<file path="src/dac_settings.svh">
`ifndef DAC_SETTINGS_SVH
`define DAC_SETTINGS_SVH

// ============================================================
// build-time sizing for the dac array
// ============================================================

// number of serial dac channels behind the host port
`define DAC_NUM_CH 4

// host word address width
`define DAC_ADR_W 4

// system clocks per sclk half period
// the dac121s101 tops out at 30 MHz sclk, pick this to stay below
`define DAC_PRESCALE 3

`endif
</file>
<file path="src/dac_serial_pkg.sv">
`default_nettype none

package dac_serial_pkg;

	// ============================================================
	// dac121s101 frame layout
	// ============================================================

	// full frame, shifted msb first
	localparam int FRAME_BITS = 16;
	// dac code field, lowest bits of the frame
	localparam int CODE_BITS = 12;
	// power-down mode field, just above the code
	localparam int MODE_BITS = 2;
	// leading don't-care bits, always sent as zero
	localparam int PAD_BITS = FRAME_BITS - MODE_BITS - CODE_BITS;

	// channel shifter states
	typedef enum logic [1:0] {
		IDLE,
		LOAD,
		SHIFT,
		TERM
	} shift_state_t;

	// output stage behaviour selected by the mode bits
	typedef enum logic [MODE_BITS-1:0] {
		PD_NORMAL = 2'b00,
		PD_1K_GND = 2'b01,
		PD_100K_GND = 2'b10,
		PD_HIGH_Z = 2'b11
	} pd_mode_t;

endpackage

`default_nettype wire

</file>
<file path="src/dac_bus_pkg.sv">
`default_nettype none

`include "dac_settings.svh"

package dac_bus_pkg;

	// width of a host data word
	localparam int WORD_BITS = 16;

	// ============================================================
	// register map, word addresses
	// ============================================================

	// channel n code register lives at CODE_BASE + n
	localparam logic [`DAC_ADR_W-1:0] CODE_BASE = `DAC_ADR_W'd0;

	// read-only busy flags
	localparam logic [`DAC_ADR_W-1:0] STATUS_ADR = `DAC_ADR_W'd8;

	// status word as seen by the host
	// busy flags sit in the low bits, the rest reads as zero
	typedef struct packed {
		logic [WORD_BITS-`DAC_NUM_CH-1:0] zero;
		logic [`DAC_NUM_CH-1:0]           busy;
	} status_t;

endpackage

`default_nettype wire

</file>
<file path="src/dac_array_top.sv">
`timescale 1ns/1ps
`default_nettype none

`include "dac_settings.svh"

module dac_array_top (
	input  wire logic                  clk_i,
	input  wire logic                  rst_i,
	input  wire logic                  cyc_i,
	input  wire logic                  stb_i,
	input  wire logic                  we_i,
	input  wire logic [`DAC_ADR_W-1:0] adr_i,
	input  wire logic [15:0]           dat_i,
	output logic [15:0]                dat_o,
	output logic                       ack_o,
	output logic                       sclk_o,
	output logic [`DAC_NUM_CH-1:0]     sync_o,
	output logic [`DAC_NUM_CH-1:0]     sdata_o
);

	localparam int FB = dac_serial_pkg::FRAME_BITS;

	logic                      sclk_rise;
	logic [`DAC_NUM_CH-1:0]    wr_stb;
	logic [`DAC_NUM_CH-1:0]    rd_code;
	logic                      rd_status;
	logic                      unmapped_ack;
	logic [`DAC_NUM_CH-1:0]    ch_ack;
	logic [`DAC_NUM_CH-1:0]    ch_busy;
	logic [`DAC_NUM_CH*FB-1:0] last_word;

	// one serial clock shared by every channel
	dac_sclk_gen u_sclk_gen (
		.clk_i       (clk_i),
		.rst_i       (rst_i),
		.sclk_o      (sclk_o),
		.sclk_rise_o (sclk_rise)
	);

	dac_bus_decode u_bus_decode (
		.clk_i          (clk_i),
		.rst_i          (rst_i),
		.cyc_i          (cyc_i),
		.stb_i          (stb_i),
		.we_i           (we_i),
		.adr_i          (adr_i),
		.wr_stb_o       (wr_stb),
		.rd_code_o      (rd_code),
		.rd_status_o    (rd_status),
		.unmapped_ack_o (unmapped_ack)
	);

	// ============================================================
	// channel shifters, each with its own sync and data line
	// ============================================================
	for (genvar i = 0; i < `DAC_NUM_CH; i++) begin : g_ch
		dac_channel u_channel (
			.clk_i       (clk_i),
			.rst_i       (rst_i),
			.wr_stb_i    (wr_stb[i]),
			.sclk_rise_i (sclk_rise),
			.dat_i       (dat_i),
			.ack_o       (ch_ack[i]),
			.busy_o      (ch_busy[i]),
			.last_word_o (last_word[i*FB +: FB]),
			.sync_o      (sync_o[i]),
			.sdata_o     (sdata_o[i])
		);
	end

	dac_bus_return u_bus_return (
		.clk_i          (clk_i),
		.rst_i          (rst_i),
		.cyc_i          (cyc_i),
		.stb_i          (stb_i),
		.ch_ack_i       (ch_ack),
		.busy_i         (ch_busy),
		.last_word_i    (last_word),
		.rd_code_i      (rd_code),
		.rd_status_i    (rd_status),
		.unmapped_ack_i (unmapped_ack),
		.dat_o          (dat_o),
		.ack_o          (ack_o)
	);

endmodule

`default_nettype wire

</file>
<file path="src/dac_bus_return.sv">
`timescale 1ns/1ps
`default_nettype none

`include "dac_settings.svh"

module dac_bus_return (
	input  wire logic                      clk_i,
	input  wire logic                      rst_i,
	input  wire logic                      cyc_i,
	input  wire logic                      stb_i,
	input  wire logic [`DAC_NUM_CH-1:0]    ch_ack_i,
	input  wire logic [`DAC_NUM_CH-1:0]    busy_i,
	input  wire logic [`DAC_NUM_CH*16-1:0] last_word_i,
	input  wire logic [`DAC_NUM_CH-1:0]    rd_code_i,
	input  wire logic                      rd_status_i,
	input  wire logic                      unmapped_ack_i,
	output logic [15:0]                    dat_o,
	output logic                           ack_o
);

	dac_bus_pkg::status_t status;
	logic [15:0]          rd_mux;
	logic                 rd_ack_q;

	assign status.zero = '0;
	assign status.busy = busy_i;

	// read strobes are one-hot, so an or-tree is enough
	// unmapped reads fall through as zero
	always_comb begin
		rd_mux = '0;
		if (rd_status_i) begin
			rd_mux = status;
		end
		for (int i = 0; i < `DAC_NUM_CH; i++) begin
			if (rd_code_i[i]) begin
				rd_mux = rd_mux | last_word_i[i*16 +: 16];
			end
		end
	end

	// read ack and data land one clock after the request
	always_ff @(posedge clk_i) begin
		if (rst_i) begin
			rd_ack_q <= 1'b0;
		end else begin
			rd_ack_q <= rd_status_i | (|rd_code_i);
		end
	end

	always_ff @(posedge clk_i) begin
		dat_o <= rd_mux;
	end

	// the bus only sees ack while the cycle is still up
	assign ack_o = cyc_i & stb_i & ((|ch_ack_i) | rd_ack_q | unmapped_ack_i);

endmodule

`default_nettype wire

</file>
<file path="src/dac_channel.sv">
`timescale 1ns/1ps
`default_nettype none

module dac_channel (
	input  wire logic        clk_i,
	input  wire logic        rst_i,
	input  wire logic        wr_stb_i,
	input  wire logic        sclk_rise_i,
	input  wire logic [15:0] dat_i,
	output logic             ack_o,
	output logic             busy_o,
	output logic [15:0]      last_word_o,
	output logic             sync_o,
	output logic             sdata_o
);

	localparam int FB = dac_serial_pkg::FRAME_BITS;
	localparam int CB = dac_serial_pkg::CODE_BITS;
	localparam int MB = dac_serial_pkg::MODE_BITS;
	localparam int CNT_W = $clog2(FB);

	dac_serial_pkg::shift_state_t state;
	dac_serial_pkg::pd_mode_t     mode;
	logic [CNT_W-1:0]             cnt;
	logic [FB-1:0]                shreg;
	logic [FB-1:0]                frame;

	// mode bits sit right above the code in the host word
	assign mode = dac_serial_pkg::pd_mode_t'(dat_i[CB+MB-1:CB]);

	// pad zeros, mode, code, msb first on the wire
	assign frame = {{dac_serial_pkg::PAD_BITS{1'b0}}, mode, dat_i[CB-1:0]};

	assign busy_o  = (state != dac_serial_pkg::IDLE);
	assign sdata_o = shreg[FB-1];

	// ============================================================
	// frame FSM, advanced only on sclk rising edges
	// ============================================================
	always_ff @(posedge clk_i) begin
		if (rst_i) begin
			state       <= dac_serial_pkg::IDLE;
			ack_o       <= 1'b0;
			sync_o      <= 1'b1;
			cnt         <= '0;
			shreg       <= '0;
			last_word_o <= '0;
		end else begin
			// ack holds until the host drops the strobe
			if (!wr_stb_i) begin
				ack_o <= 1'b0;
			end
			case (state)
				dac_serial_pkg::IDLE: begin
					// a write only lands here, busy channels stall the bus
					if (wr_stb_i) begin
						shreg       <= frame;
						last_word_o <= frame;
						ack_o       <= 1'b1;
						state       <= dac_serial_pkg::LOAD;
					end
				end
				dac_serial_pkg::LOAD: begin
					// open the frame, msb is already on sdata
					if (sclk_rise_i) begin
						sync_o <= 1'b0;
						cnt    <= '0;
						state  <= dac_serial_pkg::SHIFT;
					end
				end
				dac_serial_pkg::SHIFT: begin
					if (sclk_rise_i) begin
						shreg <= {shreg[FB-2:0], 1'b0};
						cnt   <= cnt + CNT_W'(1);
						// last bit has had its falling edge, close the frame
						if (cnt == CNT_W'(FB - 1)) begin
							sync_o <= 1'b1;
							state  <= dac_serial_pkg::TERM;
						end
					end
				end
				dac_serial_pkg::TERM: begin
					// one sclk period of sync high before the next frame
					if (sclk_rise_i) begin
						state <= dac_serial_pkg::IDLE;
					end
				end
				default: begin
					state <= dac_serial_pkg::IDLE;
				end
			endcase
		end
	end

endmodule

`default_nettype wire

</file>
<file path="src/dac_bus_decode.sv">
`timescale 1ns/1ps
`default_nettype none

`include "dac_settings.svh"

module dac_bus_decode (
	input  wire logic                  clk_i,
	input  wire logic                  rst_i,
	input  wire logic                  cyc_i,
	input  wire logic                  stb_i,
	input  wire logic                  we_i,
	input  wire logic [`DAC_ADR_W-1:0] adr_i,
	output logic [`DAC_NUM_CH-1:0]     wr_stb_o,
	output logic [`DAC_NUM_CH-1:0]     rd_code_o,
	output logic                       rd_status_o,
	output logic                       unmapped_ack_o
);

	logic                   req;
	logic [`DAC_NUM_CH-1:0] ch_hit;
	logic                   status_hit;
	logic                   miss;

	// a request is live while both cyc and stb are high
	assign req = cyc_i & stb_i;

	// one compare per channel code register
	always_comb begin
		for (int i = 0; i < `DAC_NUM_CH; i++) begin
			ch_hit[i] = (adr_i == `DAC_ADR_W'(dac_bus_pkg::CODE_BASE + i));
		end
	end

	assign status_hit = (adr_i == dac_bus_pkg::STATUS_ADR);

	// strobes are plain levels, they last as long as the request
	assign wr_stb_o    = ch_hit & {`DAC_NUM_CH{req & we_i}};
	assign rd_code_o   = ch_hit & {`DAC_NUM_CH{req & ~we_i}};
	assign rd_status_o = req & ~we_i & status_hit;

	// status is read-only, so a write there counts as unmapped too
	assign miss = req & ~(|ch_hit) & ~(status_hit & ~we_i);

	// unmapped accesses get an ack one clock later so the bus never hangs
	always_ff @(posedge clk_i) begin
		if (rst_i) begin
			unmapped_ack_o <= 1'b0;
		end else begin
			unmapped_ack_o <= miss;
		end
	end

endmodule

`default_nettype wire

</file>
<file path="src/dac_sclk_gen.sv">
`timescale 1ns/1ps
`default_nettype none

`include "dac_settings.svh"

module dac_sclk_gen (
	input  wire logic clk_i,
	input  wire logic rst_i,
	output logic      sclk_o,
	output logic      sclk_rise_o
);

	// counter must be able to hold DAC_PRESCALE itself
	localparam int CNT_W = $clog2(`DAC_PRESCALE + 1);

	logic [CNT_W-1:0] ps_cnt;

	// prescale counter runs 1..DAC_PRESCALE, then sclk flips
	// rise pulse lines up with the first clock of sclk high
	always_ff @(posedge clk_i) begin
		if (rst_i) begin
			ps_cnt      <= CNT_W'(1);
			sclk_o      <= 1'b0;
			sclk_rise_o <= 1'b0;
		end else begin
			// default is no edge this clock
			sclk_rise_o <= 1'b0;
			if (ps_cnt == CNT_W'(`DAC_PRESCALE)) begin
				ps_cnt <= CNT_W'(1);
				sclk_o <= ~sclk_o;
				// only the low to high transition paces the shifters
				sclk_rise_o <= ~sclk_o;
			end else begin
				ps_cnt <= ps_cnt + CNT_W'(1);
			end
		end
	end

endmodule

`default_nettype wire

</file>
<file path="config.mk">
export PLATFORM = sky130hd
export DESIGN_NAME = dac_array_top
export DESIGN_NICKNAME = d
export VERILOG_FILES = /design/src/dac_serial_pkg.sv /design/src/dac_bus_pkg.sv /design/src/dac_array_top.sv /design/src/dac_bus_return.sv /design/src/dac_channel.sv /design/src/dac_bus_decode.sv /design/src/dac_sclk_gen.sv
export VERILOG_INCLUDE_DIRS = /design/src
export SDC_FILE = /design/constraint.sdc
export NUM_CORES = 1
export LEC_CHECK = 0
export ABC_AREA = 0
export BUFFER_PORTS_ARGS = -buffer_cell sky130_fd_sc_hd__clkbuf_2
export CAP_MARGIN = 10
export CELL_PAD_IN_SITES_DETAIL_PLACEMENT = 1
export CELL_PAD_IN_SITES_GLOBAL_PLACEMENT = 1
export CORE_MARGIN = 1
export CORE_UTILIZATION = 43
export DETAILED_ROUTE_END_ITERATION = 7
export GPL_TIMING_DRIVEN = 0
export HOLD_SLACK_MARGIN = 0.12
export PLACE_DENSITY = 0.85
export RECOVER_POWER = 100
export SLEW_MARGIN = 20
export SYNTH_ARGS = -nofsm -noshare
export SYNTH_HDL_FRONTEND = slang
export SYNTH_SLANG_ARGS = --single-unit
</file>
<file path="constraint.sdc">
create_clock -name clk_i -period 2 [get_ports clk_i]
set_clock_uncertainty 0.2 [all_clocks]
set_input_delay 0.3 -clock clk_i [delete_from_list [all_inputs] [get_ports clk_i]]
set_output_delay 0.3 -clock clk_i [all_outputs]
set_load 0.03 [all_outputs]
</file>
==> reports/summary.md <==
The flow ran to the end, and the final reports show no timing, DRC or antenna violations. The initial antenna violation count is 0, and the maximum buffer depth of the clock tree is 2. At the worst endpoint, the required time is 2.09 ns. The routed layout has 6729 vias.

Internal power comes to 6.73 mW. The worst setup path is captured at a flop. The horizontal extent of the die came out at 137 um.

The clock network is responsible for 32.2% of the overall power. For the final routed database, the setup TNS stands at 0 ns. Setup violations remaining at the end of the flow were counted as 0. The met3 track utilization from global routing was 5.07%. Commonest register cell after synthesis: sky130_fd_sc_hd__dfxtp_1.

TritonCTS built the clock tree. Along the worst path, the maximum fanout reaches 3. By area the synthesized netlist is led by sky130_fd_sc_hd__dfxtp_1, sky130_fd_sc_hd__mux2i_1, sky130_fd_sc_hd__a21oi_1.

In this run the static leakage power is 3.61 nW. Once the floorplan was initialized, standard cells occupied 43.8% of the core. Setup repair after global routing could not meet its margin everywhere. The largest vdd supply drop was 0.000709 V. The count of maximum capacitance violations is 0, and the power density relative to cell area is 1120 mW/mm2. The number of levels in the clock H-tree is 4. The number of primary I/O pins is 51. For the clock latency on the worst-skew pair, the log shows 0.44 ns.

The worst pin sits at a relative slew slack of 49.3%. The shortest period the worst path allows was 1.97 ns. During placement, the flow inserted port buffers numbering 31. For this run, global-route usage on met1 was measured as 32.8%. The signed area change from the synthesized netlist to the final layout is 17.3%. Routability-driven placement finished with a final weighted congestion of 0.781. Walking the worst path, the cells encountered are clkbuf_2 > dlygate4sd3_1 > or3_1 > a21oi_2 > dlygate4sd3_1 > nor3_1.

After global routing the overflow that remains totals 0. The synthesized area is 0.00784 mm2, and the number of cell rows is 49. Final number of hold-violating endpoints: 0.

In the synthesized netlist, the number of instances is 831. The tools report the global-route wire length before repair as 37.3 mm. The number of different library cells used by synthesis comes to 57. The final-report max-slew violation count was 0; the net count reported at finish was 937. Buffer and inverter count on the worst path: 3. The net switching power figure is 3.53 mW, and the upper clock frequency limit is 0.506 GHz. The floorplan step set the die height to 137 um.

The share of post-route cells with drive strength above 1 is 18.5%, and the area of the die is 0.0188 mm2. Cell with the largest stage delay on the worst path: sky130_fd_sc_hd__dlygate4sd3_1. Clock-pin slew was measured on the worst setup and hold paths at 0.07 ns. The share of total power in sequential cells came out at 40.7%.

In the routed design, unresolved DRC markers number 0. Of all cell types, the one taking the most synthesized area is sky130_fd_sc_hd__dfxtp_1. For the number of sinks driven by the clock tree, the log shows 172. For this block, the routed nets add up to 24.4 mm of wire. The worst stage delay on the critical path is 0.56 ns.

The share of the Yosys chip area taken by registers is 43.9%. Grouping stages by cell kind, the critical path spends the most delay in buffers and inverters. The via-per-instance ratio was 5.94. The total core area was 0.0179 mm2; the slew at the pin closest to its max-slew limit was 0.761 ns. The maximum number of pins on one net before global-route repair is 18, and the average footprint of a synthesized cell is 9.44 um2. The setup path with the least slack is of type input pin to flop. Once detail routing completed, the nets flagged for antenna violations numbered 0.

The switching share of power was 34.4%; the combined global-route utilization of all metal layers was 26.3%. Dividing the final minimum period by the clock period gives 98.7%. The flop and latch count out of synthesis works out to 172. Data arrives at the worst endpoint at 2.06 ns. The total of warnings raised by yosys is 0.

Yosys mapped a number of flops with a built-in enable equal to 0. The design draws 10.3 mW. The logs give 6914 for the via count of the first global-routing pass and 5 for the number of optimization iterations in the first detailed-route pass. In the global route stage, met2 resource usage came out at 43.7%.

The cell sitting at the root of the clock tree is a sky130_fd_sc_hd__clkbuf_16. The wire length per cell came out at 21.6 um. Total clock buffers created by CTS: 17. Total half-perimeter wirelength after legalization and detailed placement: 15.5 mm.

The global routing stage identified its most utilized layer as met2. Fill cells in the final layout number 2029. The antenna diode count is 0. Among the stages of the critical path, the cell type that occurs most often is sky130_fd_sc_hd__dlygate4sd3_1. The area share of the largest cell type after synthesis came out at 43.9%. The kind of start point of the critical path is an input pin. Counting flops with an async set or reset pin after synthesis yields a share of 0%. In this run, the number of DRC markers left after iteration 0 of detailed routing was 405.

Worst hold path class: input pin to flop. Of the total power, combinational logic draws 27.0%.
[placed cells by master, fill, tap and decap left out, types with 7 or more instances in the layout]
master and n:
sky130_fd_sc_hd__dfxtp_1 166, sky130_fd_sc_hd__mux2i_1 119, sky130_fd_sc_hd__nor2_1 91, sky130_fd_sc_hd__a21oi_1 72, sky130_fd_sc_hd__clkbuf_1 58, sky130_fd_sc_hd__o21ai_0 35
sky130_fd_sc_hd__nand2_1 35, sky130_fd_sc_hd__a211oi_1 34, sky130_fd_sc_hd__buf_4 26, sky130_fd_sc_hd__a22oi_1 25, sky130_fd_sc_hd__a211oi_2 20, sky130_fd_sc_hd__clkbuf_2 18
sky130_fd_sc_hd__clkbuf_16 17, sky130_fd_sc_hd__ha_1 15, sky130_fd_sc_hd__inv_1 12, sky130_fd_sc_hd__nand4_1 9, sky130_fd_sc_hd__buf_2 7, sky130_fd_sc_hd__nand3_1 7
sky130_fd_sc_hd__nor3_1 7, sky130_fd_sc_hd__inv_6 7
[cell families after synthesis]
family / share of synthesized area, %
AO/OA/AOI/OAI: 19.8
AND/OR/NAND/NOR: 11.1
flip-flops: 43.9
multiplexers: 15.2
buffers and inverters: 6.32
adder cells (fa/ha/maj): 3.51
other: 0.0478
XOR/XNOR: 0.112
[per-stage QoR]
stage	setup slack, ns	utilization (%)	instances	hold slack, ns	cell area [um2]
final	0.0254	51.4	1132	0.128	9200
after detailed placement	-0.587	46.3	1092	0.181	8290
after CTS	-0.0177	50.6	1126	0.126	9050
after global routing	-0.0229	51.4	1132	0.132	9200
after floorplan	0.0199	-	832	0.162	7850
after global placement	-0.511	46.3	1092	0.170	8290
[synthesized netlist by cell type, types with 8 or more instances]
| cell type | count |
|---|---|
| sky130_fd_sc_hd__dfxtp_1 | 172 |
| sky130_fd_sc_hd__mux2i_1 | 119 |
| sky130_fd_sc_hd__nor2_1 | 92 |
| sky130_fd_sc_hd__a21oi_1 | 76 |
| sky130_fd_sc_hd__clkbuf_1 | 50 |
| sky130_fd_sc_hd__a211oi_1 | 46 |
| sky130_fd_sc_hd__nand2_1 | 37 |
| sky130_fd_sc_hd__o21ai_0 | 37 |
| sky130_fd_sc_hd__a22oi_1 | 25 |
| sky130_fd_sc_hd__ha_1 | 22 |
| sky130_fd_sc_hd__inv_1 | 17 |
| sky130_fd_sc_hd__buf_4 | 15 |
| sky130_fd_sc_hd__buf_2 | 12 |
| sky130_fd_sc_hd__nand4_1 | 9 |
| sky130_fd_sc_hd__a211oi_2 | 8 |
[state kept, by name, indices dropped and copies added (netlist names)]
| signal | count |
|---|---|
| u_bus_return.rd_ack_q | 1 |
| g_ch.u_channel.cnt | 16 |
| u_sclk_gen.ps_cnt | 2 |
| u_bus_return.dat_o | 14 |
| u_sclk_gen.sclk_rise_o | 1 |
| u_sclk_gen.sclk_o | 1 |
| g_ch.u_channel.last_word_o | 56 |
| g_ch.u_channel.shreg | 64 |
| u_bus_decode.unmapped_ack_o | 1 |
| g_ch.u_channel.state | 8 |
| g_ch.u_channel.sync_o | 4 |
| g_ch.u_channel.ack_o | 4 |
[power by group through the flow]
| stage | logic [mW] | registers, mW | clock network, mW |
|---|---|---|---|
| after floorplan | 1.72 | 4.15 | 0 |
| after global placement | 2.19 | 4.19 | 0 |
| after detailed placement | 2.29 | 4.22 | 0 |
| after CTS | 2.50 | 4.15 | 3.32 |
| after global routing | 2.97 | 4.21 | 3.46 |
| final | 2.77 | 4.18 | 3.31 |
[worst paths after layout]
kind,startpoint,endpoint,slack (ns),depth (start not counted)
setup / recovery,we_i,u_bus_decode.unmapped_ack_o,0.03,6
hold / removal,adr_i[0],g_ch[3].u_channel.ack_o,0.13,4
setup reg to reg,g_ch[3].u_channel.state[1],g_ch[3].u_channel.shreg[9],0.03,9
hold reg to reg,u_sclk_gen.ps_cnt[0],u_sclk_gen.ps_cnt[0],0.20,1
[worst min-delay path, stage by stage]
cell and delay, ns:
sky130_fd_sc_hd__clkbuf_2 0.10, sky130_fd_sc_hd__nor4bb_4 0.17, sky130_fd_sc_hd__o21ai_0 0.10, sky130_fd_sc_hd__nor2_1 0.05
[timing repair]
action / in CTS / in global routing
setup endpoints to repair: 97 / 70
pin swaps: 1 / 6
gates resized for setup: 50 / 39
gates cloned: 0 / 0
hold buffers: 4 / 0
buffers inserted: 1 / 6
endpoints found under the hold margin: 1 / 0
[cell type report]
cell class,count,area [um2],share of cell area (%)
clock buffer,19,453,4.92
inverter,18,70.1,0.762
tap,229,287,3.12
clock inverter,13,120,1.31
buffer,82,467,5.07
multi-input combinational,557,4130,44.9
timing repair buffer,42,219,2.38
sequential,172,3450,37.5
[layer usage]
| metal | vias to the layer above | part of all wire, % |
|---|---|---|
| li1 | 3108 | - |
| met1 | 3351 | 43 |
| met2 | 200 | 49 |
| met3 | 70 | 4.9 |
| met4 | 0 | 3.4 |
| met5 | - | 0 |
Power figures use the tool's default switching activity.
